`src/design/tmr_mem_pkg.sv`:
```
`default_nettype none

package tmr_mem_pkg;

  ////////////////////
  // Sizes
  ////////////////////
  localparam int ADDR_W     = 8;
  localparam int DATA_W     = 8;
  localparam int NUM_COPIES = 3;
  localparam int CNT_W      = 16;
  localparam int APB_ADDR_W = 12;
  localparam int MEM_DEPTH  = 1 << ADDR_W;

  // Grant bit positions on the arbiter output
  localparam int GNT_REPAIR = 0;
  localparam int GNT_HOST   = 1;
  localparam int GNT_SCRUB  = 2;

  ////////////////////
  // APB address map
  ////////////////////
  localparam int REGION_LSB   = 10;
  localparam int COPY_SEL_LSB = 8;

  typedef enum logic [1:0] {
    REGION_DATA = 2'd0,
    REGION_COPY = 2'd1,
    REGION_STAT = 2'd2,
    REGION_ERR  = 2'd3
  } region_e;

  typedef logic [NUM_COPIES-1:0] copy_mask_t;

  localparam copy_mask_t FULL_MASK = '1;

  ////////////////////
  // Memory request and response
  ////////////////////
  typedef struct packed {
    logic              valid;
    logic              write;
    copy_mask_t        mask;
    logic [ADDR_W-1:0] addr;
    logic [DATA_W-1:0] wdata;
  } mem_req_t;

  typedef struct packed {
    logic              valid;
    logic [DATA_W-1:0] data;
  } mem_rsp_t;

endpackage

`default_nettype wire

```
`src/design/scrub_engine.sv`:
```
`default_nettype none
`timescale 1ns/1ps

module scrub_engine #(
  parameter int SCRUB_INTERVAL = 16
) (
  input  logic                  clk,
  input  logic                  rst,
  input  logic                  grant,
  output tmr_mem_pkg::mem_req_t scrub_req
);

  localparam int WAIT_W = (SCRUB_INTERVAL > 1) ? $clog2(SCRUB_INTERVAL) : 1;

  logic [WAIT_W-1:0]              wait_cnt;
  logic                           req_valid;
  logic [tmr_mem_pkg::ADDR_W-1:0] scrub_addr;

  ////////////////////
  // Interval and address walk
  ////////////////////
  always_ff @(posedge clk or posedge rst) begin
    if (rst) begin
      wait_cnt   <= '0;
      req_valid  <= 1'b0;
      scrub_addr <= '0;
    end else if (req_valid) begin
      // Hold until granted, then move on
      if (grant) begin
        req_valid  <= 1'b0;
        wait_cnt   <= '0;
        scrub_addr <= scrub_addr + 1'b1;
      end
    end else if (wait_cnt == WAIT_W'(SCRUB_INTERVAL - 1)) begin
      req_valid <= 1'b1;
    end else begin
      wait_cnt <= wait_cnt + 1'b1;
    end
  end

  // Always a full read of all copies
  always_comb begin
    scrub_req.valid = req_valid;
    scrub_req.write = 1'b0;
    scrub_req.mask  = tmr_mem_pkg::FULL_MASK;
    scrub_req.addr  = scrub_addr;
    scrub_req.wdata = '0;
  end

endmodule

`default_nettype wire

```
`config.mk`:
```
export PLATFORM = sky130hd
export DESIGN_NAME = scrub_engine
export DESIGN_NICKNAME = d
export VERILOG_FILES = /design/src/design/tmr_mem_pkg.sv /design/src/design/scrub_engine.sv
export SDC_FILE = /design/constraint.sdc
export NUM_CORES = 1
export LEC_CHECK = 0
export ABC_AREA = 0
export BUFFER_PORTS_ARGS = -buffer_cell sky130_fd_sc_hd__buf_2
export CAP_MARGIN = 15
export CORE_MARGIN = 4
export CORE_UTILIZATION = 40
export DETAILED_ROUTE_END_ITERATION = 10
export GPL_ROUTABILITY_DRIVEN = 1
export PLACE_DENSITY = 0.66
export SETUP_SLACK_MARGIN = 0.2
export SYNTH_ARGS = -nofsm -noshare
export SYNTH_HDL_FRONTEND = slang
export SYNTH_SLANG_ARGS = --single-unit
```
`constraint.sdc`:
```
create_clock -name clk -period 2.2 [get_ports clk]
set_input_delay 0.44 -clock clk [delete_from_list [all_inputs] [get_ports clk]]
set_output_delay 0.44 -clock clk [all_outputs]
set_load 0.01 [all_outputs]
```
After elaboration in Yosys (flattened, before gate mapping) --
Cells that the tools add are included.
Operators by class: multiplexer cells 6, add/sub/neg operators 2, equal/unequal tests 3, reduce and logical (&&, ||, !) cells 2
Operators by type and width (number):
- 4-bit two-way mux | 3
- 8-bit by 1-bit adder with 8-bit output, second input constant | 1
- 4-bit by 1-bit adder with 4-bit output, second input constant | 1
- 4-bit == test, second input constant | 1
- 2-bit != test, second input constant | 2
- 2-bit AND reduction | 2
- 1-bit two-way mux | 3
Word-level totals: logic and storage cells 16, register bits 13

Longest topological paths before layout --
depth in word-level cells 3, depth in mapped cells 4, gate-level depth less buffers 4

Least setup slack after synthesis --
OpenSTA, ideal clock, no wires.
path kind register to register, from register wait_cnt[0], to register wait_cnt[3], library setup time 0.124 ns, stages on the path, launching flop included 5, data arrival time 1.239 ns, period minus slack after synthesis 1.363 ns, buffers on the path 0, slack 0.837 ns, cell sequence dfrtp_1 -> ha_1 -> a31oi_1 -> nor2_2 -> a211o_1
Between the ends: word-level cells in the longest chain between the ends 3
RTL lines:
- from (decl) | RTL line scrub_engine.sv:15 | logic [WAIT_W-1:0] wait_cnt;
- from (signal assigned) | RTL line scrub_engine.sv:37 | wait_cnt <= wait_cnt + 1'b1;
- 4-bit by 1-bit adder with 4-bit output or 4-bit == test (tied branches) | RTL line scrub_engine.sv:37, scrub_engine.sv:34
- 4-bit two-way mux or 2-bit != test (tied branches)
- 4-bit two-way mux or 2-bit AND reduction (tied branches)
Several ways; a longest one is shown, not always the timed one. The select of a mux whose other input is x is not followed. A chain may end at the register's enable or synchronous reset.

Final worst setup path --
Same ends and word-level chain as after synthesis.

==> metrics.txt <==
clock latency on the worst-skew pair=280 ps; via count=469; antenna cell count=0; dominant register cell in the synthesized netlist=dfrtp_1; number of violations of the max-capacitance limit=0; maximum number of pins on one net before global-route repair=14; total of buffers placed on input and output ports=11; met1 global-route usage=11.8%; met2 Resource Use GR=16.3%; Lkg Pwr=0.394 nW; Mapped Area=693 µm²; Clock Sink Count=13; arrival time of the worst setup path=1690 ps; initial core utilization=44.0%; DRT Wirelength=1120 µm; residual antenna-violating net count after detailed routing=0; peak ir drop on the vdd network=0.465 mV; number of buffer and inverter stages on the critical path=0; maximum count of clock buffers along a single path=2; # H-tree levels=1; total grt overflow=0; number of vias per cell=4.89; number of standard cells after synthesis=69; Cell Rows=14; Setup TNS=0 ps; final number of hold-violating endpoints=0; count of routing violations after the opening detailed-route iteration=1; category of the critical setup timing path=reg2reg; Reg2Reg Depth=4; top-level I/O count=24; Post-Route Skew=4.70 ps; sequential share of the synthesized area=46.9%; share of flip-flops with an asynchronous set or reset after synthesis=100%; critical path startpoint category=register; die boundary width=49.6 µm; DRC violations left=0; quantity of gates resized following cts=0; reg-to-reg setup timing slack=680 ps; element type at the critical path end=register; number of cells in the design after placement=92; overall power=0.880 mW; post-detail-place hpwl=886 µm; share of layout cells above drive strength 1=22.5%; drt wl/cell=11.7 µm; post-synth top area share=46.9%; hold-fix buffers at CTS=0; Top delay family on crit path=compound AO/OA/AOI/OAI gates; final critical-path share of the clock period=69.0%; Area contributors post-synth=dfrtp_1 47%, buf_4 15%, xnor2_1 5.1%; worst hold-check path type=in2async; RSZ-0062 raised after global routing=false; number of buffers created by CTS=3; count of flip-flops with a built-in enable after synthesis=0; signed area change from the synthesized netlist to the final layout=4.87%; vias in the first global route=419; FF-to-FF Start=wait_cnt[0]; post-layout min period=1520 ps; flip-flop and latch count after synthesis=13; clock-pin slew of the registers on the worst-case setup and hold paths=80 ps; cell chosen for the clock root=clkbuf_4; number of standard cells in the final layout excluding fillers=96; die outline area=2460 µm²; antenna violations before repair=0; result of the run=finished clean; CP cell instances=ha_1 > a31oi_1 > nor2_2 > a211o_1; Synthesis Warnings=0; top cells by count, synth=14 x buf_4, 13 x dfrtp_1, 9 x nand2_1; Worst EP required=2370 ps; post-CTS setup buffers=0; Final nets=86; Reg2Reg Capture Point=wait_cnt[3]; library cell with the highest instance count after synthesis=buf_4; first-pass GRT wire length=1920 µm; busiest layer in global routing=met2; GR Util met3=3.31%; core area=1580 µm²; first-pass detailed-route iteration total=2; fmax=659 MHz; average instance area after synthesis=10.0 µm²; number of slew-limit violations in the final report=0; power per standard cell area=1210 nW/µm²; CP peak stage delay=410 ps; global-route usage over all layers=10.9%; final setup vio count=0; highest net fanout along the worst path=5; cell type contributing the most total cell area after synthesis=dfrtp_1; y dimension of the die=49.6 µm; clock tree from TritonCTS=done; critical path's slowest cell=dfrtp_1; count of different cell masters after synthesis=22; gpl congestion=0.720; final-layout worst hold slack=154 ps
==> report_power, final <==
part           internal [mW]  leakage (nW)  switching (mW)
Sequential             0.324         0.167          0.0975
Combinational          0.144         0.212           0.164
Clock                 0.0705        0.0150          0.0795
Total                  0.539         0.394           0.341
==> registers in the layout, indices dropped and copies added, names as in the netlist <==
name	flops
scrub_addr	8
wait_cnt	4
req_valid	1
==> metrics by stage <==
stage          cell area, µm²  setup WS, ps  utilization (%)
2_1_floorplan             731           837                -
3_3_place_gp              701           787             44.4
3_5_place_dp              701           715             44.4
4_1_cts                   727           697             46.1
5_1_grt                   727           602             46.1
6_report                  727           683             46.1
==> logic make-up after synthesis <==
| logic type | share of synthesized area (%) |
|---|---|
| multiplexers | 1.62 |
| flip-flops | 46.9 |
| AO/OA/AOI/OAI | 3.61 |
| buffers and inverters | 16.2 |
| other | 1.08 |
| adder cells (fa/ha/maj) | 3.61 |
| AND/OR/NAND/NOR | 18.1 |
| XOR/XNOR | 8.84 |
==> per-layer routing <==
layer	part of all wire (%)	vias to the layer above
met5	0	-
li1	-	229
met3	7.7	5
met4	4.6	0
met2	46	21
met1	41	214
==> cell type report <==
class,count,area [µm²]
multi-input cells,50,293
fillers,168,850
inverters,2,7.51
flip-flops and latches,13,325
clock buffers,4,26.3
well taps,16,20.0
repair buffers,11,55.1
==> worst max-delay path by stage <==
stage,startpoint,cells past startpoint,to
final,wait_cnt[0],4,wait_cnt[3]
after global routing,wait_cnt[0],4,wait_cnt[3]
after CTS,wait_cnt[0],4,wait_cnt[3]
after detailed placement,wait_cnt[0],4,wait_cnt[3]
after global placement,wait_cnt[0],4,wait_cnt[3]
after floorplan,wait_cnt[0],4,wait_cnt[3]
==> placed cells by master, fill, tap and decap left out <==
master / netlist / final
nand2_1: 9 / 9
clkbuf_1: 0 / 1
dfrtp_1: 13 / 13
clkbuf_4: 0 / 3
a211o_1: 1 / 1
and2_0: 1 / 1
inv_1: 2 / 2
nand3_1: 2 / 2
conb_1: 2 / 12
a31oi_1: 1 / 1
and3_2: 1 / 1
and4bb_2: 1 / 1
ha_1: 2 / 2
nor3_1: 4 / 4
nor2_2: 1 / 1
xor2_1: 3 / 3
nand4_1: 3 / 3
mux2_2: 1 / 1
buf_2: 0 / 11
nor2_1: 1 / 1
o21ai_0: 1 / 1
and3_1: 1 / 1
xnor2_1: 4 / 4
a21oi_1: 1 / 1
(Power assumes the default switching activity.)
