==> config.mk <==
export PLATFORM = sky130hd
export DESIGN_NAME = sram_bank
export DESIGN_NICKNAME = d
export VERILOG_FILES = /design/src/design/tmr_mem_pkg.sv /design/src/design/sram_bank.sv
export SDC_FILE = /design/constraint.sdc
export NUM_CORES = 2
export LEC_CHECK = 0
export BUFFER_PORTS_ARGS = -buffer_cell sky130_fd_sc_hd__buf_2
export CAP_MARGIN = 25
export CORE_ASPECT_RATIO = 2
export CORE_MARGIN = 2
export CORE_UTILIZATION = 40
export CTS_BUF_LIST = sky130_fd_sc_hd__clkbuf_8
export CTS_CLUSTER_SIZE = 8
export DETAILED_ROUTE_END_ITERATION = 8
export GPL_TIMING_DRIVEN = 0
export REMOVE_ABC_BUFFERS = 1
export SLEW_MARGIN = 30
export SYNTH_ARGS = -nofsm -noshare
export SYNTH_HDL_FRONTEND = slang
export SYNTH_SLANG_ARGS = --single-unit
==> constraint.sdc <==
create_clock -name clk -period 2.6 [get_ports clk]
set_input_delay 0.52 -clock clk [delete_from_list [all_inputs] [get_ports clk]]
set_output_delay 0.52 -clock clk [all_outputs]
set_load 0.05 [all_outputs]
==> src/design/tmr_mem_pkg.sv <==
`default_nettype none

package tmr_mem_pkg;

  ////////////////////
  // Sizes
  ////////////////////
  localparam int ADDR_W     = 8;
  localparam int DATA_W     = 8;
  localparam int NUM_COPIES = 3;
  localparam int CNT_W      = 16;
  localparam int APB_ADDR_W = 12;
  localparam int MEM_DEPTH  = 1 << ADDR_W;

  // Grant bit positions on the arbiter output
  localparam int GNT_REPAIR = 0;
  localparam int GNT_HOST   = 1;
  localparam int GNT_SCRUB  = 2;

  ////////////////////
  // APB address map
  ////////////////////
  localparam int REGION_LSB   = 10;
  localparam int COPY_SEL_LSB = 8;

  typedef enum logic [1:0] {
    REGION_DATA = 2'd0,
    REGION_COPY = 2'd1,
    REGION_STAT = 2'd2,
    REGION_ERR  = 2'd3
  } region_e;

  typedef logic [NUM_COPIES-1:0] copy_mask_t;

  localparam copy_mask_t FULL_MASK = '1;

  ////////////////////
  // Memory request and response
  ////////////////////
  typedef struct packed {
    logic              valid;
    logic              write;
    copy_mask_t        mask;
    logic [ADDR_W-1:0] addr;
    logic [DATA_W-1:0] wdata;
  } mem_req_t;

  typedef struct packed {
    logic              valid;
    logic [DATA_W-1:0] data;
  } mem_rsp_t;

endpackage

`default_nettype wire

==> src/design/sram_bank.sv <==
`default_nettype none
`timescale 1ns/1ps

module sram_bank (
  input  logic                             clk,
  input  logic                             rst,
  input  tmr_mem_pkg::mem_req_t            req,
  input  logic                             write_en,
  output logic [tmr_mem_pkg::DATA_W-1:0]   rdata
);

  logic [tmr_mem_pkg::DATA_W-1:0] mem [tmr_mem_pkg::MEM_DEPTH];
  logic                           do_write;
  logic                           do_read;

  // Own mask bit decides whether this copy takes the write
  assign do_write = req.valid && req.write && write_en;
  assign do_read  = req.valid && !req.write;

  // Byte array
  always_ff @(posedge clk) begin
    if (do_write) begin
      mem[req.addr] <= req.wdata;
    end
  end

  // One-cycle registered read port
  always_ff @(posedge clk or posedge rst) begin
    if (rst) begin
      rdata <= '0;
    end else if (do_read) begin
      rdata <= mem[req.addr];
    end
  end

endmodule

`default_nettype wire

**Word-level counts from Yosys, hierarchy flattened**

Memory sizes are Yosys's and may differ from the RTL's. A register that Yosys moved wholly into a read port is not among the register bits.
Index checks and enable logic that the tools add are counted.

- Word-level logic and storage cells: 7
- Memory bits (writable): 2,048
- Output and inout port bits: 8
- Memories: 1
- Input port bits: 24
- Register bits after elaboration: 0

Memories:

| name | depth | width | rd ports | clocked after memory_dff | wr ports | RTL line | RTL |
|---|---|---|---|---|---|---|---|
| mem | 256 | 8 | 1 | 1 | 1 | sram_bank.sv:12 | `logic [tmr_mem_pkg::DATA_W-1:0] mem [tmr_mem_pkg::MEM_DEPTH];` |

- Reduce and logical (&&, ||, !) cells: 4
- Multiplexer cells: 2

Operators with widths:

| kind | number |
|---|---|
| logical AND 1 bit | 3 |
| two-way mux 1 bit | 2 |
| zero test 1 bit | 1 |

**Depth between registers and ports, before layout**

- Depth after elaboration: 4
- Mapped depth: 13
- Gate-level depth less buffers: 7

**Worst setup path before layout**

OpenSTA, ideal clock, no wires.

- Kind: in2reg
- Start point: in req[8] (netlist name)
- End point: mem mem[222][0] (netlist name), enable pin
- Path buffers: 7
- Stages: 10
- Data arrival time: 2.598 ns
- Setup time: 0.370 ns
- Data required time: 2.230 ns
- Path slack: -0.369 ns
- Cell sequence: buf_6 buf_8 buf_6 buf_6 buf_6 buf_4 nor3_1 nand3_1 clkbuf_1 nor2_1

RTL lines:

| item | RTL line | RTL |
|---|---|---|
| start: declaration | sram_bank.sv:7 | `input tmr_mem_pkg::mem_req_t req,` |
| end: declaration | sram_bank.sv:12 |  |

Straight into the memory's write port.

==> flow_metrics.py <==
metrics = {
    "status": {
        "status": "finished, violations left",
        "violations": "setup timing",
    },
    "critical_path": {
        "arrival_ns": 3.46,
        "critPathSlowestCell": "nand2_1",
        "crit_family": "compound AO/OA/AOI/OAI gates",
        "end_kind": "register",
        "slowest_delay_ns": 0.53,
        "cp.buffers_inverters": 2,
        "cp.required_ns": 3.37,
        "crit_fanout": 36,
        "start_kind": "input port",
        "cp_cell_sequence": "buf_6 -> and2_4 -> buf_12 -> nand2_1 -> o22ai_1 -> nor3_1 -> a22o_1 -> o31ai_2 -> a41oi_1",
        "critPathKind": "in2reg",
    },
    "sta": {
        "max_slew.worst_pin.slew_ns": 1.128,
        "max_freq_mhz": 371.7,
        "period_share_pct": 103.5,
        "rsz0062_at_grt": "yes",
        "hold_viol": 0,
        "slew_violations": 0,
        "whs_ns": 0.04538,
        "worst_clock_skew_ns": 0.05543,
        "finalSetupViolCount": 10,
        "layout_setup_ws_ns": -0.09049,
        "tns_ns": -0.2100,
        "period_needed_ns": 2.690,
        "maxSlewHeadroom_pct": 24.51,
    },
    "logic_synthesis": {
        "ys_types": 60,
        "ys.flop_type": "edfxtp_1",
        "syn_inst": 3817,
        "avgSynthCellArea_um2": 20.94,
        "async_flop_share_pct": 0.3891,
        "yosysWarnings": 0,
        "yosys.area.top_type": "edfxtp_1",
        "netlist_top_cells_count": "edfxtp_1 (2048), mux4_2 (466), nor2_1 (301)",
        "synth_edf_count": 2048,
        "synth-seq-cells": 2056,
        "netlist_area_mm2": 0.07992,
        "synth_top_area_share_pct": 76.95,
        "yosys.cell_count.top_type": "edfxtp_1",
        "ys_top_cells_by_area": "edfxtp_1 (77%), mux4_2 (13%), mux2i_1 (1.8%)",
        "seq_area_frac_synth_pct": 77.20,
    },
    "power_and_ir_drop": {
        "peakVddDrop_mv": 0.4225,
        "power.density_mw_per_mm2": 683.1,
        "leakage_nw": 28.46,
    },
    "placement": {
        "hpwl_um": 143500,
        "post_dp_cell_area_mm2": 0.08402,
        "gp_congestion": 0.8313,
        "io_buffers": 28,
        "dpl.cell_count": 6258,
    },
    "routing": {
        "via_count": 41040,
        "drtPass1Iterations": 9,
        "drc": 0,
        "wl_per_cell_um": 35.88,
        "final_antenna_net_count": 0,
        "first_iter_violations": 4199,
        "viasPerCell": 6.047,
        "postRouteWirelength_um": 243600,
    },
    "final_layout": {
        "n_fill_cell": 16340,
        "fin_util_pct": 46.57,
        "area_delta_synth_final_pct": 16.02,
        "drive_gt1_share_pct": 34.14,
        "stdcell_count": 6788,
        "fin_area_mm2": 0.09273,
        "nNetsFinal": 4176,
    },
    "floorplanning": {
        "io_pins": 32,
        "die_area_mm2": 0.2036,
        "start_util_pct": 40.14,
        "core_area_mm2": 0.1991,
        "die_w_um": 320.1,
        "die_y_um": 636.2,
        "std_cell_rows": 232,
    },
    "flow_run": {
        "timing.max_cap.violations": 0,
    },
    "global_route": {
        "grt_usage_pct": 22.78,
        "grt_max_degree": 120,
        "grt_pass1_vias": 42450,
        "antenna_found_initial": 4,
        "grt_overflow_total": 0,
        "grt_pass1_wl_um": 325800,
    },
    "cts": {
        "clkLatencyLatePin_ns": 0.93,
        "htree_levels": 5,
        "cts-root-buf": "clkbuf_8",
        "cts_tree": "yes",
        "cts.clk_slew.worst_paths_ns": 0.06,
        "cts-buffers-inserted": 302,
        "clock-sinks": 2056,
        "clk_path_buf_depth": 4,
    },
    "hold_path": {
        "hold_path.class": "in2reg",
    },
}
[path summary, 6_finish.rpt]
path | endpoint | depth (start not counted) | startpoint | slack [ns]
setup / recovery | rdata[6] | 9 | req[13] | -0.09
hold / removal | mem[173][1] | 1 | req[1] | 0.05
setup reg to reg | rdata[0] | 6 | mem[87][0] | -0.01
hold reg to reg | rdata[5] | 2 | rdata[5] | 0.58
max in group asynchronous | rdata[7] | 3 | rst | 2.09
min in group asynchronous | rdata[3] | 3 | rst | 0.19
[flip-flops by register name (all words and copies together) (netlist names)]
signal / count
mem: 2048
rdata: 8
[layout by cell type, fill, tap and decap left out, types with 13 or more instances in the layout]
cell type,instances
buf_12,36
mux2i_1,136
a22oi_1,42
a32oi_1,19
nand3_1,48
inv_1,42
and3_1,13
nor2_1,50
mux2_2,32
a21oi_1,25
nand2_1,127
edfxtp_1,2048
o21ai_0,16
nor2_4,138
clkbuf_16,24
buf_16,53
clkbuf_8,313
buf_4,95
nor2_2,113
o22ai_1,61
nand2_2,13
mux4_2,466
buf_2,14
[power breakdown]
part / leakage [nW] / switching, mW / internal (mW)
Clock: 2.48 / 11.7 / 10.8
Sequential: 18.5 / 0.0573 / 36.5
Combinational: 7.49 / 2.80 / 1.49
[layout make-up]
type / instances / area [µm²] / area share, %
clock buffer: 312 / 4294 / 4.631
sequential: 2056 / 61700 / 66.54
multi-input combinational: 1533 / 19090 / 20.59
timing repair buffer: 254 / 4118 / 4.441
tap: 2574 / 3221 / 3.473
antenna: 5 / 12.51 / 0.01349
clock inverter: 49 / 239.0 / 0.2577
inverter: 5 / 55.05 / 0.05937
[per-stage QoR]
step,power [mW],setup slack (ns)
global route,64.91,-0.05486
detailed placement,40.95,-2.978
global placement,41.64,-22.01
floorplan,38.59,-0.4621
finish,63.35,-0.09049
CTS,63.31,-0.4907
[what timing repair did]
action | CTS | global route
hold buffers | 7 | 0
gates cloned | 12 | 24
endpoints found under the hold margin | 204 | 0
setup endpoints to repair | 2056 | 1322
pin swaps | 45 | 9
buffers inserted | 83 | 34
resized for setup | 407 | 67
[layer usage]
metal  vias to the layer above  share of wire (%)  GRT usage [%]
met1                     21930                 32          24.55
met2                      2064                 54          41.22
met5                         -             0.0066              0
met3                       600                6.7          3.437
li1                      16450                  -              -
met4                         2                7.6          15.00
[kinds of logic (layout without fill, tap and decap cells)]
| family | count (synthesis) | count (layout) | synth area share, % |
|---|---|---|---|
| AOI/OAI and AO/OA | 276 | 276 | 2.467 |
| DFF | 2056 | 2056 | 77.20 |
| muxes | 642 | 642 | 15.39 |
| other | 0 | 5 | 0 |
| and+or+nand+nor | 614 | 615 | 3.278 |
| buffers and inverters | 229 | 620 | 1.670 |
Power figures use the tool's default switching activity.
