### src/design/tmr_mem_pkg.sv
`default_nettype none

package tmr_mem_pkg;

  ////////////////////
  // Sizes
  ////////////////////
  localparam int ADDR_W     = 8;
  localparam int DATA_W     = 8;
  localparam int NUM_COPIES = 3;
  localparam int CNT_W      = 16;
  localparam int APB_ADDR_W = 12;
  localparam int MEM_DEPTH  = 1 << ADDR_W;

  // Grant bit positions on the arbiter output
  localparam int GNT_REPAIR = 0;
  localparam int GNT_HOST   = 1;
  localparam int GNT_SCRUB  = 2;

  ////////////////////
  // APB address map
  ////////////////////
  localparam int REGION_LSB   = 10;
  localparam int COPY_SEL_LSB = 8;

  typedef enum logic [1:0] {
    REGION_DATA = 2'd0,
    REGION_COPY = 2'd1,
    REGION_STAT = 2'd2,
    REGION_ERR  = 2'd3
  } region_e;

  typedef logic [NUM_COPIES-1:0] copy_mask_t;

  localparam copy_mask_t FULL_MASK = '1;

  ////////////////////
  // Memory request and response
  ////////////////////
  typedef struct packed {
    logic              valid;
    logic              write;
    copy_mask_t        mask;
    logic [ADDR_W-1:0] addr;
    logic [DATA_W-1:0] wdata;
  } mem_req_t;

  typedef struct packed {
    logic              valid;
    logic [DATA_W-1:0] data;
  } mem_rsp_t;

endpackage

`default_nettype wire

### src/design/apb_mem_port.sv
`default_nettype none
`timescale 1ns/1ps

module apb_mem_port (
  input  logic                                clk,
  input  logic                                rst,
  input  logic                                psel,
  input  logic                                penable,
  input  logic                                pwrite,
  input  logic [tmr_mem_pkg::APB_ADDR_W-1:0]  paddr,
  input  logic [tmr_mem_pkg::DATA_W-1:0]      pwdata,
  output logic [tmr_mem_pkg::DATA_W-1:0]      prdata,
  output logic                                pready,
  output logic                                pslverr,
  output tmr_mem_pkg::mem_req_t               host_req,
  input  logic                                grant,
  input  tmr_mem_pkg::mem_rsp_t               rsp,
  input  logic [tmr_mem_pkg::CNT_W-1:0]       repair_count,
  output logic                                count_clear
);

  typedef enum logic [1:0] {ST_IDLE, ST_REQ, ST_DONE} state_e;
  typedef enum logic [2:0] {OP_MEM_RD, OP_MEM_WR, OP_STAT_RD, OP_STAT_WR, OP_ERR} op_e;

  state_e                         state;
  op_e                            op_d;
  op_e                            op_q;
  tmr_mem_pkg::region_e           region;
  logic [1:0]                     copy_sel;
  logic                           setup;
  tmr_mem_pkg::copy_mask_t        mask_d;
  tmr_mem_pkg::copy_mask_t        mask_q;
  logic [tmr_mem_pkg::ADDR_W-1:0] addr_q;
  logic [tmr_mem_pkg::DATA_W-1:0] wdata_q;
  logic                           hi_q;

  assign setup    = psel && !penable;
  assign region   = tmr_mem_pkg::region_e'(paddr[tmr_mem_pkg::REGION_LSB +: 2]);
  assign copy_sel = paddr[tmr_mem_pkg::COPY_SEL_LSB +: 2];

  ////////////////////
  // Address decode
  ////////////////////
  always_comb begin
    op_d   = OP_ERR;
    mask_d = tmr_mem_pkg::FULL_MASK;
    case (region)
      tmr_mem_pkg::REGION_DATA: op_d = pwrite ? OP_MEM_WR : OP_MEM_RD;
      tmr_mem_pkg::REGION_COPY: begin
        // Single-copy writes only, select 3 is illegal
        if (pwrite && (copy_sel < tmr_mem_pkg::NUM_COPIES)) begin
          op_d   = OP_MEM_WR;
          mask_d = tmr_mem_pkg::copy_mask_t'(1 << copy_sel);
        end
      end
      tmr_mem_pkg::REGION_STAT: op_d = pwrite ? OP_STAT_WR : OP_STAT_RD;
      default: op_d = OP_ERR;
    endcase
  end

  ////////////////////
  // Transfer FSM
  ////////////////////
  always_ff @(posedge clk or posedge rst) begin
    if (rst) begin
      state <= ST_IDLE;
      op_q  <= OP_ERR;
    end else begin
      case (state)
        ST_IDLE: begin
          if (setup) begin
            op_q  <= op_d;
            state <= (op_d == OP_MEM_RD || op_d == OP_MEM_WR) ? ST_REQ : ST_DONE;
          end
        end
        ST_REQ: begin
          if (grant) begin
            state <= ST_DONE;
          end
        end
        ST_DONE: begin
          if (pready) begin
            state <= ST_IDLE;
          end
        end
        default: state <= ST_IDLE;
      endcase
    end
  end

  // Request payload captured in the setup cycle
  always_ff @(posedge clk) begin
    if (state == ST_IDLE && setup) begin
      mask_q  <= mask_d;
      addr_q  <= paddr[tmr_mem_pkg::ADDR_W-1:0];
      wdata_q <= pwdata;
      hi_q    <= paddr[0];
    end
  end

  always_comb begin
    host_req.valid = (state == ST_REQ);
    host_req.write = (op_q == OP_MEM_WR);
    host_req.mask  = mask_q;
    host_req.addr  = addr_q;
    host_req.wdata = wdata_q;
  end

  // Data reads finish with the voted response
  assign pready = psel && penable && (state == ST_DONE) &&
                  ((op_q != OP_MEM_RD) || rsp.valid);
  assign pslverr     = pready && (op_q == OP_ERR);
  assign count_clear = pready && (op_q == OP_STAT_WR);

  always_comb begin
    case (op_q)
      OP_MEM_RD:  prdata = rsp.data;
      OP_STAT_RD: prdata = hi_q ? repair_count[15:8] : repair_count[7:0];
      default:    prdata = '0;
    endcase
  end

endmodule

`default_nettype wire

### config.mk
export PLATFORM = sky130hd
export DESIGN_NAME = apb_mem_port
export DESIGN_NICKNAME = d
export VERILOG_FILES = /design/src/design/tmr_mem_pkg.sv /design/src/design/apb_mem_port.sv
export SDC_FILE = /design/constraint.sdc
export NUM_CORES = 1
export LEC_CHECK = 0
export BUFFER_PORTS_ARGS = -buffer_cell sky130_fd_sc_hd__buf_2
export CAP_MARGIN = 10
export CORE_UTILIZATION = 42
export CTS_CLUSTER_DIAMETER = 30
export DETAILED_ROUTE_END_ITERATION = 8
export PLACE_DENSITY = 0.84
export SLEW_MARGIN = 10
export SYNTH_ARGS = -nofsm -noshare
export SYNTH_HDL_FRONTEND = slang
export SYNTH_SLANG_ARGS = --single-unit
### constraint.sdc
create_clock -name clk -period 2.55 [get_ports clk]
set_input_delay 0.3825 -clock clk [delete_from_list [all_inputs] [get_ports clk]]
set_output_delay 0.3825 -clock clk [all_outputs]
set_load 0.05 [all_outputs]
# Word level (Yosys, flattened, before mapping)
# Cells that the tools add are included.
dict set report word_totals {
  elab_cells 50
  ff_bits 25
  out_inout_bits 32
  in_bits 51
}
dict set report op_classes {
  n_reduce_logical 19
  n_lt_le_gt_ge 1
  n_eq_ne 12
  mux 11
  shift 1
}
# operator count
set ops {}
lappend ops {{8-bit case mux with 2 select lines} 1}
lappend ops {{3-bit case mux with 3 select lines} 1}
lappend ops {{1-bit logical AND} 8}
lappend ops {{2-bit two-way mux} 4}
lappend ops {{8-bit two-way mux} 1}
lappend ops {{3-bit by 1-bit == test with 1-bit output, second input constant} 2}
lappend ops {{3-bit by 2-bit == test with 1-bit output, second input constant} 2}
lappend ops {{3-bit zero test} 2}
lappend ops {{2-bit case mux with 3 select lines} 1}
lappend ops {{2-bit by 1-bit == test with 1-bit output, second input constant} 2}
lappend ops {{2-bit == test, second input constant} 2}
lappend ops {{2-bit zero test} 2}
lappend ops {{2-bit inequality test, second input constant} 2}
lappend ops {{2-bit AND reduction} 2}
lappend ops {{3-bit == test, second input constant} 1}
lappend ops {{3-bit two-way mux} 1}
lappend ops {{3-bit AND reduction} 1}
lappend ops {{3-bit nonzero test} 1}
lappend ops {{1-bit by 2-bit << shifter with 3-bit output, first input constant} 1}
lappend ops {{1-bit logical OR} 2}
lappend ops {{2-bit less-than comparator, second input constant} 1}
lappend ops {{1-bit two-way mux} 2}
lappend ops {{2-bit by 1-bit inequality test with 1-bit output, second input constant} 1}
lappend ops {{1-bit zero test} 1}

# Longest topological paths before layout
dict set report logic_depth {
  ltp_word 9
  mapped_depth 4
  depth_no_buf 4
}

# Least setup slack after synthesis
# Ideal clock, no wire load.
dict set report synth_timing {
  path_kind {input -> output}
  startpoint {in penable}
  endpoint {out pslverr}
  slack_ns -0.186
  t_arrival_ns 2.354
  required_time_ns 2.168
  n_path_buf 0
  stages 3
  path_cell_list {nand3_1 > or2_1 > nor4b_1}
}
dict set report synth_between {
  elab_chain_cells 4
}
# item line
set synth_rtl {}
lappend synth_rtl {{start, declared} apb_mem_port.sv:8} ;# input logic penable,
lappend synth_rtl {{1-bit logical AND (3 in a row)} apb_mem_port.sv:110} ;# assign pready = psel && penable && (state == ST_DONE) &&
lappend synth_rtl {{1-bit logical AND} apb_mem_port.sv:112} ;# assign pslverr = pready && (op_q == OP_ERR);
lappend synth_rtl {{end, declared} apb_mem_port.sv:14} ;# output logic pslverr,
# Every way passes these cells.

# Final worst setup path
dict set report layout_timing {
  startpoint {reg op_q[0]}
  endpoint {out prdata[4] (netlist bit)}
}
dict set report layout_between {
  elab_chain_cells 2
  elab_cells_between_ends 3
  classes_between {1 x eq/ne; 1 x mux; 1 x reduce/logical}
}
# item line
set layout_rtl {}
lappend layout_rtl {{start, declared} apb_mem_port.sv:27} ;# op_e op_q;
lappend layout_rtl {{start signal, assigned} apb_mem_port.sv:72} ;# op_q <= op_d;
lappend layout_rtl {{3-bit by 2-bit == test with 1-bit output or 3-bit zero test (tied branches)} apb_mem_port.sv:116} ;# case (op_q)
lappend layout_rtl {{8-bit case mux with 2 select lines *} apb_mem_port.sv:116}
lappend layout_rtl {{end, declared} apb_mem_port.sv:12} ;# output logic [tmr_mem_pkg::DATA_W-1:0] prdata,
# Every way passes the cells marked *; elsewhere a longest branch is shown, timed or not.

==> flow_metrics.env <==
export IMPL_whs_ps=226.9
export IMPL_wl_per_cell_um=11.96
export IMPL_grt_pass1_wl_um=3312
export IMPL_rows=18
export IMPL_wl_um=2439
export IMPL_synth_edf_count=19
export IMPL_port_buffer_count=82
export IMPL_crit_fanout=8
export IMPL_synth_fa_ha_area_frac=0
export IMPL_drv_cap=0
export IMPL_whs_path_depth=1
export IMPL_ios=83
export IMPL_cts_buffers=3
export IMPL_ir_drop_v=0.0007392
export IMPL_hold_viol=0
export IMPL_dp_cells=199
export IMPL_power_mw=1.552
export IMPL_cts_sinks=24
export IMPL_num_nets_final=226
export IMPL_place_ws_ps=762.3
export IMPL_finClkSkew_ps=11.46
export IMPL_min_period_ps=2101
export IMPL_rsz0062_at_grt="false"
export IMPL_avgSynthCellArea_um2=12.39
export IMPL_timing_final_crit_share=0.8238
export IMPL_syn_nets=140
export IMPL_fin_util=0.6510
export IMPL_postCtsSetupBuffers=0
export IMPL_cts_tree="built"
export IMPL_hpwl_um=1953
export IMPL_slew_headroom=0.6823
export IMPL_dieArea_um2=2833
export IMPL_clk_pin_slew_ps=130
export IMPL_hold_class="in -> reg"
export IMPL_syn_cell_area_um2=1102
export IMPL_timing_final_ws_setup_ps=449.3
export IMPL_ys_types=28
export IMPL_reg2reg_depth=3
export IMPL_clock_latency_ps=320
export IMPL_synth_top_family_by_area="simple AND/OR/NAND/NOR gates"
export IMPL_yosysTopAreaCell="edfxtp_1"
export IMPL_max_freq_mhz=476.0
export IMPL_clockBufferDepth=2
export IMPL_antenna_found_initial=0
export IMPL_initial_core_util=0.4449
export IMPL_required_ps=2170
export IMPL_num_vias=993
export IMPL_first_pass_iters=4
export IMPL_p_leak_nw=0.7684
export IMPL_yosys_area_share_simple=0.1669
export IMPL_grt_max_degree=22
export IMPL_drv_slew=0
export IMPL_drc=0
export IMPL_synth_xor_area_frac=0.007946
export IMPL_synth_top_cells_by_count="edfxtp_1, nand2_1, mux2i_1, o21ai_0"
export IMPL_worst_setup_path_end_kind="output pin"
export IMPL_cts_htree_levels=1
export IMPL_antenna_left=0
export IMPL_layout_cells_non_filler=204
export IMPL_synth_most_common_cell="edfxtp_1"
export IMPL_status="finished clean"
export IMPL_multi_input_area_um2=389.1
export IMPL_synth_seq_area_share=0.6322
export IMPL_synth_compound_area_share=0.08059
export IMPL_grt_pass1_vias=816
export IMPL_ff_latch_area_um2=696.9
export IMPL_synth_mux_area_frac=0.08627
export IMPL_fill_cells=213
export IMPL_synthCells=89
export IMPL_tns_ps=0
export IMPL_die_h_um=53.23
export IMPL_worst_setup_path_type="reg -> out"
export IMPL_drive_gt1_frac=0.5345
export IMPL_synth_ff_latch_count=24
export IMPL_synthToLayoutAreaGrowth_pct=46.31
export IMPL_async_flop_share=0.2083
export IMPL_synth_area_top_cells="edfxtp_1, dfrtp_1, mux2i_1, nand2_1, o21ai_0"
export IMPL_cts_resized=0
export IMPL_first_iter_violations=10
export IMPL_arrival_ps=1720
export IMPL_gp_congestion=0.6610
export IMPL_vias_per_cell=4.868
export IMPL_die_w_um=53.23
export IMPL_core_um2=2477
export IMPL_yosysWarnings=0
export IMPL_cts_root_buffer="clkbuf_4"
export IMPL_synth_top_cell_area_share=0.5176
export IMPL_ys_flop_type="edfxtp_1"
export IMPL_worst_pin_slew_ps=473.9
export IMPL_grt_usage=0.1658
export IMPL_power_per_cell_area_nw_per_um2=962.3
export IMPL_n_antenna_cell=0
export IMPL_worst_setup_path_start_kind="flop"
export IMPL_dpl_instance_area_um2=1550
export IMPL_gr_total_overflow=0
export IMPL_final_area_um2=1613
export IMPL_setup_violations=0
==> power by group <==
group | switching [mW] | internal (mW)
Combinational | 0.519 | 0.197
Sequential | 0.0671 | 0.497
Clock | 0.112 | 0.159
Total | 0.699 | 0.853
==> logic make-up (layout without fill, tap and decap cells) <==
logic type | count (synthesis) | count (layout)
AOI/OAI and AO/OA | 15 | 15
xor gates and xnor gates | 1 | 1
buffers and inverters | 6 | 91
DFF | 24 | 24
muxes | 9 | 9
and+or+nand+nor | 34 | 34
==> metal layers <==
layer  wire length, µm  track usage  vias to the layer above
met3               142      0.03448                        3
met5                 0            0                        -
met2              1324       0.3063                       36
li1                  -            -                      495
met4                26      0.05263                        0
met1               946       0.1860                      459
==> worst max-delay path, cell delays in order (launching register included) <==
cell and delay, ps:
dfrtp_1 470, nor3_2 460, nand2_1 90, o21ai_0 90
buf_2 290
==> registers in the layout, summed over array words and instances (netlist names) <==
register	count
state	2
wdata_q	8
addr_q	8
mask_q	3
op_q	3
==> worst paths after layout <==
kind                       startpoint         end  slack (ps)
max                           op_q[0]   prdata[4]         450
min reg2reg                  state[0]    state[1]         620
min in group asynchronous         rst    state[0]         500
min                         pwdata[0]  wdata_q[0]         230
max reg2reg                  state[0]     op_q[2]         870
max in group asynchronous         rst     op_q[2]        1810
==> layout make-up <==
type / count / area share
sequential: 24 / 0.4321
timing repair buffer: 83 / 0.2607
inverter: 4 / 0.01009
clock inverter: 1 / 0.01862
multi-input combinational: 59 / 0.2413
tap: 30 / 0.02327
clock buffer: 3 / 0.01396
==> cells in the final DEF (no fill, tap or decap), types with 2 or more instances in the layout <==
| master | instances |
|---|---|
| buf_2 | 82 |
| edfxtp_1 | 19 |
| nand2_1 | 15 |
| mux2i_1 | 8 |
| o21ai_0 | 8 |
| or2_1 | 4 |
| dfrtp_1 | 4 |
| inv_1 | 3 |
| nor2b_1 | 3 |
| nor2_1 | 3 |
| clkbuf_4 | 3 |
| a21oi_1 | 2 |
| o21ai_1 | 2 |
| nand3_1 | 2 |
==> what timing repair did <==
item                       CTS  global route
setup endpoints to repair    0             0
hold endpoints to repair     4             0
hold buffers                 1             0
Note: power is estimated with default switching activity, not from simulation.
