**src/design/tmr_mem_pkg.sv**
```systemverilog
`default_nettype none

package tmr_mem_pkg;

  ////////////////////
  // Sizes
  ////////////////////
  localparam int ADDR_W     = 8;
  localparam int DATA_W     = 8;
  localparam int NUM_COPIES = 3;
  localparam int CNT_W      = 16;
  localparam int APB_ADDR_W = 12;
  localparam int MEM_DEPTH  = 1 << ADDR_W;

  // Grant bit positions on the arbiter output
  localparam int GNT_REPAIR = 0;
  localparam int GNT_HOST   = 1;
  localparam int GNT_SCRUB  = 2;

  ////////////////////
  // APB address map
  ////////////////////
  localparam int REGION_LSB   = 10;
  localparam int COPY_SEL_LSB = 8;

  typedef enum logic [1:0] {
    REGION_DATA = 2'd0,
    REGION_COPY = 2'd1,
    REGION_STAT = 2'd2,
    REGION_ERR  = 2'd3
  } region_e;

  typedef logic [NUM_COPIES-1:0] copy_mask_t;

  localparam copy_mask_t FULL_MASK = '1;

  ////////////////////
  // Memory request and response
  ////////////////////
  typedef struct packed {
    logic              valid;
    logic              write;
    copy_mask_t        mask;
    logic [ADDR_W-1:0] addr;
    logic [DATA_W-1:0] wdata;
  } mem_req_t;

  typedef struct packed {
    logic              valid;
    logic [DATA_W-1:0] data;
  } mem_rsp_t;

endpackage

`default_nettype wire

```
**src/design/mem_arbiter.sv**
```systemverilog
`default_nettype none
`timescale 1ns/1ps

module mem_arbiter #(
  parameter type req_t = tmr_mem_pkg::mem_req_t
) (
  input  logic       clk,
  input  logic       rst,
  input  req_t       repair_req,
  input  req_t       host_req,
  input  req_t       scrub_req,
  output logic [2:0] grant,
  output req_t       bank_req
);

  logic read_last;
  logic repair_ok;
  logic host_ok;
  logic scrub_ok;

  // Reads are held off for one cycle after a granted read
  always_comb begin
    repair_ok = repair_req.valid && !(read_last && !repair_req.write);
    host_ok   = host_req.valid && !(read_last && !host_req.write);
    scrub_ok  = scrub_req.valid && !(read_last && !scrub_req.write);
  end

  ////////////////////
  // Fixed priority: repair, host, scrub
  ////////////////////
  always_comb begin
    grant    = '0;
    bank_req = '0;
    if (repair_ok) begin
      grant[tmr_mem_pkg::GNT_REPAIR] = 1'b1;
      bank_req                       = repair_req;
    end else if (host_ok) begin
      grant[tmr_mem_pkg::GNT_HOST] = 1'b1;
      bank_req                     = host_req;
    end else if (scrub_ok) begin
      grant[tmr_mem_pkg::GNT_SCRUB] = 1'b1;
      bank_req                      = scrub_req;
    end
  end

  // Remember a read went out this cycle
  always_ff @(posedge clk or posedge rst) begin
    if (rst) begin
      read_last <= 1'b0;
    end else begin
      read_last <= bank_req.valid && !bank_req.write;
    end
  end

endmodule

`default_nettype wire

```
**config.mk**
```make
export PLATFORM = sky130hd
export DESIGN_NAME = mem_arbiter
export DESIGN_NICKNAME = d
export VERILOG_FILES = /design/src/design/tmr_mem_pkg.sv /design/src/design/mem_arbiter.sv
export SDC_FILE = /design/constraint.sdc
export NUM_CORES = 1
export LEC_CHECK = 0
export BUFFER_PORTS_ARGS = -buffer_cell sky130_fd_sc_hd__buf_2
export CAP_MARGIN = 20
export CORE_MARGIN = 10
export CORE_UTILIZATION = 37
export CTS_CLUSTER_SIZE = 12
export DETAILED_ROUTE_END_ITERATION = 10
export HOLD_SLACK_MARGIN = 0.06
export PLACE_DENSITY = 0.81
export SETUP_SLACK_MARGIN = 0.2
export SLEW_MARGIN = 20
export SYNTH_ARGS = -nofsm -noshare
export SYNTH_HDL_FRONTEND = slang
export SYNTH_SLANG_ARGS = --single-unit
```
**constraint.sdc**
```tcl
create_clock -name clk -period 1.54 [get_ports clk]
set_clock_uncertainty 0.2 [all_clocks]
set_input_delay 0.154 -clock clk [delete_from_list [all_inputs] [get_ports clk]]
set_output_delay 0.154 -clock clk [all_outputs]
set_load 0.1 [all_outputs]
```
======== Word-level counts from Yosys, hierarchy flattened ========
Cells that the tools add are included.
word-level totals
  register bits ........................... 1
  bits of input ports ..................... 65
  output and inout bits ................... 24
  logic and storage cells ................. 23
cells by class
  multiplexer cells ....................... 8
  reductions and logical operators ........ 14
operator list
  cell                number
  two-way mux 21 bit  3
  logical AND 1 bit   7
  logical NOT 1 bit   7
  two-way mux 1 bit   4
  two-way mux 2 bit   1

======== Logic depth before layout (Yosys ltp) ========
Gate-level depths: netlist (run 1).
  depth in word-level cells ............... 9
  gate-level depth with buffers ........... 5

======== Worst setup path before layout (run 1) ========
Ideal clock, no wire load.
  kind .................................... reg2out
  start point ............................. reg read_last
  end point ............................... out grant[1]
  arrival ................................. 2.152 ns
  data required time ...................... 1.186 ns
  slack ................................... -0.966 ns
  cell stages (with the launch flop) ...... 5
  path buffers ............................ 1
  path through ............................ dfrtp_1 inv_2 o21a_1 buf_4 nor2_1
on the way
  elaborated cells on any way between the ends .. 8
  those cells by class .................... mux: 2; reduce/logical: 6
RTL lines
  element                 RTL line           text
  from (decl)             mem_arbiter.sv:16  logic read_last;
  from (signal assigned)  mem_arbiter.sv:51  read_last <= bank_req.valid && !bank_req.write;
  logical AND 1 bit       mem_arbiter.sv:23  repair_ok = repair_req.valid && !(read_last && !repair_req.write);
  logical NOT 1 bit       mem_arbiter.sv:23
  logical AND 1 bit       mem_arbiter.sv:23
  via repair_ok           mem_arbiter.sv:17  logic repair_ok;
  two-way mux 2 bit       mem_arbiter.sv:34  if (repair_ok) begin
  to (decl)               mem_arbiter.sv:12  output logic [2:0] grant,
The timed path passes the listed nets, and every way through them passes these cells.

==> out/qor.yml, run 1 <==
sta:
  slew_headroom: 0.7576
  setup_viol: 24
  max_freq_mhz: 520.7
  finalHoldViolations: 0
  fin_setup_tns_ns: -6.652
  final_max_slew_viol_count: 0
  whs_ns: 0.3688
  worst_pin_slew_ns: 0.3619
  min_period_ns: 1.921
  rsz0062_at_grt: "true"
  fin_ws_ns: -0.3807
  period_share: 1.247
worst_setup_path:
  critPathLaunch: "read_last$_DFF_PP0_"
  crit_fanout: 20
  cp_common_cell: "buf_12"
  crit_type: "reg2out"
  critPathTopFamily: "buffers and inverters"
  timing.rr.end: "read_last$_DFF_PP0_"
  cp_num_cells: 6
  r2r_start: "read_last$_DFF_PP0_"
  crit_buf_inv: 3
  start_kind: "register"
  cp_slowest_cell: "dfrtp_2"
  rr_worst_depth: 5
  r2r_slack_ns: 0.12
  crit_end: "bank_req[0]"
  cp_cell_sequence: "buf_6, nand2b_4, buf_12, nand3_1, o221ai_4, buf_12"
  cpPeakStageDelay_ns: 0.45
  end_kind: "output port"
  cp_data_arrival_time_ns: 1.57
  crit_required_ns: 1.19
die:
  ioPinCount: 89
  initial_core_util: 0.3823
  core-area_um2: 2455
  dieHeight_um: 70.36
  die_area_um2: 4951
  die_x_um: 70.36
  rows: 18
global_route:
  antenna_found_initial: 1
  grt_overflow: 0
  grt_pass1_wl_mm: 9.494
  grt_max_degree: 22
  grt_usage: 0.2329
  grt_pass1_vias: 1708
finish:
  multi_input_area_um2: 1008
  num-nets-final: 286
  fillerInstances: 40
  ff_latch_area_um2: 26.28
  fin_cells: 250
  largest_register: "read_last"
  stdcell_area_um2: 2382
  largest_reg_flops: 1
  drive_gt1_frac: 0.7580
  reg.largest.list: "read_last: 1 flops"
  area_growth_pct: 153.9
  post-route-util: 0.9704
pwr:
  p_leak_nw: 1.053
  p_per_area_nw_per_um2: 704.5
  finalPower_mw: 1.678
  peakVddDrop_mv: 0.6781
yosys:
  yosysWarnings: 0
  syn_area_per_cell_um2: 8.021
  ys_seq_area_frac: 0.02667
  postSynthCellCount: 117
  synth-seq-cells: 1
  syn_nets: 182
  synth.distinct_cells: 22
  syn_area_um2: 938.4
place:
  routabilityCongestion: 0.8163
  numPortBuffers: 88
  dp_hpwl_mm: 4.079
  placed_area_um2: 2111
  pre_cts_slack_ns: -0.2897
  placedCellCount: 240
drt:
  num_vias: 1782
  wl_per_cell_um: 36.50
  antenna_left: 0
  dr.pass1.iters: 5
  routed_wl_mm: 9.126
  drc: 0
  first_iter_violations: 228
  vias_per_cell: 7.128
clock_tree:
  clock_latency_ns: 0
  clk_pin_slew_ns: 0
flow_run:
  maxCapViolCount: 0
min_path:
  hold_path_class: "in2async"
outcome:
  outcome: "finished with violations"
  violations: "negative setup slack"
[worst register-to-register path, cell delays in order (launching register included)]
cell	delay, ns
dfrtp_2	0.45
buf_4	0.16
buf_6	0.11
buf_6	0.10
buf_6	0.11
a221oi_2	0.18
[final cells by class]
type,instances,area share
timing repair buffer,119,0.5089
multi-input combinational,76,0.4233
inverter,23,0.03992
tap,30,0.01576
sequential,1,0.01103
antenna,1,0.001050
[report_power, final]
group             total, mW  internal [mW]  switching, mW  leakage [nW]
sequential           0.0387         0.0305        0.00828        0.0113
clock          0.0000000868   0.0000000868              0    0.00000634
combinational          1.64          0.622           1.02          1.04
[layer usage]
metal | GRT usage | share of wire
met1 | 0.2215 | 0.31
met3 | 0.04520 | 0.12
met4 | 0.08772 | 0.094
met2 | 0.4671 | 0.48
met5 | 0 | 0
[synthesized netlist by cell type]
cell	count	area, um^2
a22oi_4	1	21.27
a221o_1	1	10.01
buf_2	5	25.02
a21oi_1	2	10.01
o211ai_2	10	125.1
dfrtp_1	1	25.02
inv_1	22	82.58
o21a_1	1	7.510
or3b_1	1	8.760
nor2_1	2	7.510
o2111ai_2	1	15.01
buf_6	5	56.30
o211ai_1	10	75.07
nand2b_1	2	12.51
a221oi_1	1	8.760
nand2_1	5	18.77
inv_2	1	3.750
buf_4	3	22.52
nand3_1	19	95.09
clkbuf_1	4	15.01
o221ai_2	19	285.3
nand3b_1	1	7.510
[repair_timing]
item	in CTS	in global routing
setup endpoints to repair	25	25
hold buffers	1	0
buffers inserted	4	1
pin swaps	6	4
endpoints found under the hold margin	1	0
resized for setup	21	13
gates cloned	2	1
[worst min path at each step]
stage,endpoint,slack (ns),from,depth (start not counted)
2_1_floorplan,read_last$_DFF_PP0_,-0.32,rst,1
3_3_place_gp,read_last$_DFF_PP0_,-0.21,rst,2
3_5_place_dp,read_last$_DFF_PP0_,-0.21,rst,2
6_report,read_last$_DFF_PP0_,0.37,rst,3
5_1_grt,read_last$_DFF_PP0_,0.38,rst,3
4_1_cts,read_last$_DFF_PP0_,0.35,rst,3
[cell usage in the layout, fill, tap and decap left out]
master and count:
nand3b_1 1, o211ai_1 10, a22oi_4 1, o221ai_4 19
buf_2 63, buf_16 1, o21a_4 1, buf_12 29
o2111ai_4 1, buf_6 11, buf_8 1, nand2b_4 2
nand3_1 12, clkbuf_16 1, inv_6 1, a21oi_1 2
nand2_1 5, a221o_2 1, diode_2 1, bufbuf_16 1
dlygate4sd3_1 1, a221oi_2 1, inv_1 21, nor2_2 1
or3b_1 1, buf_4 11, nand3_2 7, dfrtp_2 1
nor2_4 1, clkinvlp_4 1, o211ai_2 10
[kinds of logic after synthesis]
| logic type | Yosys count | synth area share |
|---|---|---|
| compound gates | 46 | 0.5947 |
| flops | 1 | 0.02666 |
| buf+inv | 40 | 0.2186 |
| simple gates | 30 | 0.1600 |
No activity file was read; power rests on OpenSTA's default activity.
==> run 2: changes to the inputs <==
--- a/config.mk
+++ b/config.mk
@@ -7,12 +7,14 @@
 export LEC_CHECK = 0
 export BUFFER_PORTS_ARGS = -buffer_cell sky130_fd_sc_hd__buf_2
 export CAP_MARGIN = 20
+export CELL_PAD_IN_SITES_DETAIL_PLACEMENT = 2
+export CELL_PAD_IN_SITES_GLOBAL_PLACEMENT = 2
 export CORE_MARGIN = 10
-export CORE_UTILIZATION = 37
+export CORE_UTILIZATION = 17
 export CTS_CLUSTER_SIZE = 12
 export DETAILED_ROUTE_END_ITERATION = 10
 export HOLD_SLACK_MARGIN = 0.06
-export PLACE_DENSITY = 0.81
+export PLACE_DENSITY_LB_ADDON = 0.1
 export SETUP_SLACK_MARGIN = 0.2
 export SLEW_MARGIN = 20
 export SYNTH_ARGS = -nofsm -noshare
==> out/qor.yml, run 2 (synthesis results as in run 1) <==
worst_setup_path:
  crit_buf_inv: 3  # unchanged
  crit_required_ns: 1.19  # about the same
  cp_slowest_cell: "dfrtp_1"
  critPathTopFamily: "buffers and inverters"
  crit_type: "reg2out"
  cpPeakStageDelay_ns: 0.40  # -0.05 ns
  start_kind: "register"
  r2r_start: "read_last$_DFF_PP0_"
  cp_common_cell: "buf_6"
  cp_data_arrival_time_ns: 1.40  # -0.17 ns
  r2r_slack_ns: 0.39  # +0.27 ns
  timing.rr.end: "read_last$_DFF_PP0_"
  cp_cell_sequence: "buf_6, nand2b_2, buf_6, nand3_1, o221ai_4, buf_12"
  end_kind: "output port"
  rr_worst_depth: 3  # -2
  crit_fanout: 6  # -70%
place:
  routabilityCongestion: 0.7074  # -13%
  numPortBuffers: 88  # unchanged
  placedCellCount: 279  # +16%
  dp_hpwl_mm: 4.641  # +14%
  pre_cts_slack_ns: -0.2789  # +0.01079 ns
drt:
  vias_per_cell: 4.640  # -35%
  antenna_left: 0  # unchanged
  num_vias: 1327  # -26%
  wl_per_cell_um: 19.50  # -47%
  routed_wl_mm: 5.576  # -39%
  first_iter_violations: 18  # -92%
  dr.pass1.iters: 3  # -2
  drc: 0  # unchanged
finish:
  area_growth_pct: 146.1
  largest_register: "read_last"
  multi_input_area_um2: 978.4  # -3.0%
  ff_latch_area_um2: 25.02  # -4.8%
  reg.largest.list: "read_last: 1 flops"
  fillerInstances: 575  # +1300%
  largest_reg_flops: 1  # unchanged
  drive_gt1_frac: 0.7269  # -0.03114
  final_cell_mix: "63 x buf_2, 27 x buf_12, 21 x inv_1, 19 x o221ai_4, 15 x nand3_1"
  num-nets-final: 283  # -1.0%
  layout_commonest_cell: "buf_2"
  diodes: 0  # -1
  fin_cells: 286  # +14%
outcome:
  violations: "negative setup slack"
  outcome: "finished with violations"
die:
  ioPinCount: 89  # unchanged
  core-area_um2: 5238  # +110%
  dieHeight_um: 94.30  # +34%
  rows: 26  # +8
  die_x_um: 94.30  # +34%
  die_area_um2: 8892  # +80%
  initial_core_util: 0.1792  # -0.2031
min_path:
  min_to: "read_last$_DFF_PP0_"
  whs_path_depth: 3
  hold_start: "scrub_req[19]"
  hold_path_class: "in2reg"
sta:
  period_share: 1.138  # -0.1095
  fin_ws_ns: -0.2121  # +0.1686 ns
  worst_pin_slew_ns: 0.2903  # -0.07164 ns
  rsz0062_at_grt: "true"
  min_period_ns: 1.752  # -0.1686 ns
  max_freq_mhz: 570.7  # +9.6%
  slew_headroom: 0.8056  # +0.04797
  finalHoldViolations: 0  # unchanged
  setup_viol: 24  # unchanged
  final_max_slew_viol_count: 0  # unchanged
  fin_setup_tns_ns: -4.117  # +2.534 ns
global_route:
  top_usage_layer: "met2"
  grt_pass1_wl_mm: 8.438  # -11%
  use_met1: 0.1267  # -0.09478
  grt_overflow: 0  # unchanged
  grt_pass1_vias: 1539  # -9.9%
  grt_usage: 0.1140  # -0.1189
  grtUsageMet2: 0.2283  # -0.2388
  grtUsageMet3: 0.01918  # -0.02601
  antenna_found_initial: 0  # -1
  grt_max_degree: 17  # -23%
clock_tree:
  clk_pin_slew_ns: 0  # unchanged
  clock_latency_ns: 0  # unchanged
flow_run:
  maxCapViolCount: 0  # unchanged
pwr:
  p_leak_nw: 0.9961  # -5.4%
  peakVddDrop_mv: 0.2464  # -64%
  p_per_area_nw_per_um2: 664.0  # -5.7%
  finalPower_mw: 1.534  # -8.6%
run 2: cell count changes in the layout (fill, tap and decap cells not counted), sizes merged:
cell	delta
buf	-3
bufbuf	-1
clkbuf	+1
diode	-1
run 2: worst register-to-register path, stage by stage (launching register included):
cell and delay (ns):
dfrtp_1 0.40, buf_4 0.15, buf_4 0.13, a221oi_2 0.16
run 2: area by class of cell:
class | instances | area share
Multi-Input combinational cell | 76 | 0.4236
Sequential cell | 1 | 0.01083
Tap cell | 70 | 0.03792
Timing Repair Buffer | 116 | 0.4875
Inverter | 23 | 0.04009
run 2: through the flow:
stage	utilization	area [um^2]	hold WS, ns
2_1_floorplan	-	1196	-0.3173
3_3_place_gp	0.4087	2141	-0.1997
3_5_place_dp	0.4087	2141	-0.2056
4_1_cts	0.4252	2227	0.2921
5_1_grt	0.4410	2310	0.3317
6_report	0.4410	2310	0.3003
run 2: how the worst max path moves through the flow:
stage / end / startpoint / slack, ns / cells past startpoint
final: bank_req[6] / read_last$_DFF_PP0_ / -0.21 / 6
after global routing: bank_req[6] / read_last$_DFF_PP0_ / -0.27 / 6
after CTS: bank_req[11] / read_last$_DFF_PP0_ / -0.21 / 6
after detailed placement: bank_req[7] / read_last$_DFF_PP0_ / -0.28 / 6
after global placement: grant[2] / read_last$_DFF_PP0_ / -0.21 / 5
after floorplan: bank_req[20] / read_last$_DFF_PP0_ / -0.73 / 1
run 2: what timing repair did:
| item | CTS | global route |
|---|---|---|
| hold buffers | 1 | 0 |
| endpoints found under the setup margin | 25 | 25 |
| cloned | 0 | 2 |
| buffers inserted | 3 | 1 |
| endpoints found under the hold margin | 1 | 0 |
| pin swaps | 11 | 7 |
| gates resized for setup | 14 | 12 |
run 2: power by group:
group | leakage [nW] | internal, mW | switching, mW
sequential | 0.0125 | 0.0298 | 0.00422
clock | 0 | 0 | 0
combinational | 0.984 | 0.589 | 0.911
run 2: layer usage:
layer  wire, um  share of wire
met1       2069           0.37
met2       3189           0.57
met3        317          0.057
met4          0              0
met5          0              0
==> run 3: changes to the inputs <==
--- a/config.mk
+++ b/config.mk
@@ -6,15 +6,15 @@
 export NUM_CORES = 1
 export LEC_CHECK = 0
 export BUFFER_PORTS_ARGS = -buffer_cell sky130_fd_sc_hd__buf_2
-export CAP_MARGIN = 20
 export CELL_PAD_IN_SITES_DETAIL_PLACEMENT = 2
 export CELL_PAD_IN_SITES_GLOBAL_PLACEMENT = 2
 export CORE_MARGIN = 10
 export CORE_UTILIZATION = 17
 export CTS_CLUSTER_SIZE = 12
 export DETAILED_ROUTE_END_ITERATION = 10
+export GPL_TIMING_DRIVEN = 0
 export HOLD_SLACK_MARGIN = 0.06
-export PLACE_DENSITY_LB_ADDON = 0.1
+export PLACE_DENSITY_LB_ADDON = 0.12
 export SETUP_SLACK_MARGIN = 0.2
 export SLEW_MARGIN = 20
 export SYNTH_ARGS = -nofsm -noshare
==> out/qor.yml, run 3 (synthesis results as in run 1) <==
outcome:
  outcome: "finished with violations"
  violations: "negative setup slack"
sta:
  final_max_slew_viol_count: 0  # unchanged
  fin_ws_ns: -0.2113  # +0.0008080 ns
  period_share: 1.137  # about the same
  worst_pin_slew_ns: 0.4602  # +0.1700 ns
  max_freq_mhz: 571.0  # about the same
  setup_viol: 24  # unchanged
  finalHoldViolations: 0  # unchanged
  slew_headroom: 0.6932  # -0.1125
  whs_ns: 0.3135  # +0.01321 ns
  min_period_ns: 1.751  # -0.0008080 ns
  rsz0062_at_grt: "true"
place:
  placedCellCount: 273  # -2.2%
  numPortBuffers: 86  # -2.3%
  dp_hpwl_mm: 4.330  # -6.7%
  routabilityCongestion: 0.7389  # +4.5%
die:
  die_area_um2: 8892  # unchanged
  core-area_um2: 5238  # unchanged
  rows: 26  # unchanged
  ioPinCount: 89  # unchanged
  dieHeight_um: 94.30  # unchanged
  die_x_um: 94.30  # unchanged
  initial_core_util: 0.1792  # unchanged
finish:
  area_growth_pct: 134.1
  fin_cells: 277  # -3.1%
  reg.largest.list: "read_last: 1 flops"
  largest_register: "read_last"
  largest_reg_flops: 1  # unchanged
  layout_commonest_cell: "buf_2"
  num-nets-final: 274  # -3.2%
  fillerInstances: 567  # -1.4%
  diodes: 0  # unchanged
  drive_gt1_frac: 0.6957  # -0.03120
  final_cell_mix: "65 x buf_2, 26 x buf_12, 21 x inv_1, 19 x nand3_1, 19 x o221ai_4"
drt:
  first_iter_violations: 24  # +6
  num_vias: 1325  # -0.15%
  wl_per_cell_um: 19.65  # +0.77%
  routed_wl_mm: 5.442  # -2.4%
  vias_per_cell: 4.783  # +3.1%
  dr.pass1.iters: 4  # +1
  drc: 0  # unchanged
  antenna_left: 0  # unchanged
pwr:
  peakVddDrop_mv: 0.2530  # +2.7%
  p_leak_nw: 0.9296  # -6.7%
  p_per_area_nw_per_um2: 674.3  # +1.6%
worst_setup_path:
  end_kind: "output port"
  crit_fanout: 10  # +4
  start_kind: "register"
  crit_required_ns: 1.19  # about the same
  crit_type: "reg2out"
  cp_data_arrival_time_ns: 1.40  # about the same
global_route:
  grt_pass1_vias: 1524  # -0.97%
  grt_usage: 0.1178  # +0.003725
  antenna_found_initial: 0  # unchanged
  grt_overflow: 0  # unchanged
  grt_pass1_wl_mm: 8.466  # +0.33%
  grt_max_degree: 11  # -6
clock_tree:
  clk_pin_slew_ns: 0  # unchanged
  clock_latency_ns: 0  # unchanged
min_path:
  hold_path_class: "in2reg"
flow_run:
  maxCapViolCount: 0  # unchanged
==> run 3: critical path, cell delays in order (launching register included) <==
cell	delay, ns
dfrtp_2	0.46
nand2b_4	0.12
o2111ai_4	0.18
buf_12	0.22
o221ai_4	0.21
buf_12	0.21
==> run 3: final cells by class <==
cell class              instances  area [um^2]  share of cell area
well taps                      70        87.58             0.03986
flip-flops and latches          1        26.28             0.01196
plain buffers                  17        185.2             0.08428
multi-input cells              76        994.7              0.4527
repair buffers                 90        813.3              0.3702
inverters                      23        90.09             0.04100
==> run 3: final timing paths <==
path | from | end | slack (ns) | cells past startpoint
max in group asynchronous | rst | read_last$_DFF_PP0_ | 0.70 | 3
min in group asynchronous | rst | read_last$_DFF_PP0_ | 0.34 | 3
max | read_last$_DFF_PP0_ | bank_req[14] | -0.21 | 5
min | host_req[20] | read_last$_DFF_PP0_ | 0.31 | 3
max reg2reg | read_last$_DFF_PP0_ | read_last$_DFF_PP0_ | 0.52 | 1
min reg2reg | read_last$_DFF_PP0_ | read_last$_DFF_PP0_ | 0.39 | 1
==> run 3: metal layers <==
metal  share of wire  up-vias  GRT usage  wire length [um]
li1                -      627          -                 -
met1            0.33      650     0.1222              1777
met2            0.59       44     0.2391              3216
met3           0.073        4    0.02398               396
met4          0.0096        0    0.01013                52
met5               0        -          0                 0
==> run 3: repair_timing <==
action                     in CTS  in global routing
setup buffers                   2                  1
setup endpoints to repair      24                 25
gates resized for setup       108                 10
pin swaps                       3                  1
hold buffers                    1                  0
hold endpoints to repair        1                  0
==> run 3: where the power goes <==
group          internal, mW  leakage [nW]  switching, mW
registers            0.0304        0.0113        0.00941
logic                 0.544         0.918          0.898
clock network             0             0              0
total                 0.574         0.930          0.908
==> run 3: stage by stage <==
step / setup TNS [ns] / area [um^2] / setup slack (ns) / utilization / power [mW]
final: -4.005 / 2197 / -0.2113 / 0.4195 / 1.482
after global routing: -5.151 / 2197 / -0.2674 / 0.4195 / 1.546
after CTS: -3.354 / 2166 / -0.1823 / 0.4135 / 1.478
after detailed placement: -9.898 / 1714 / -0.4833 / 0.3273 / 1.179
after global placement: -9.197 / 1714 / -0.4661 / 0.3273 / 1.160
after floorplan: -7.246 / 1196 / -0.7328 / - / 0.9613
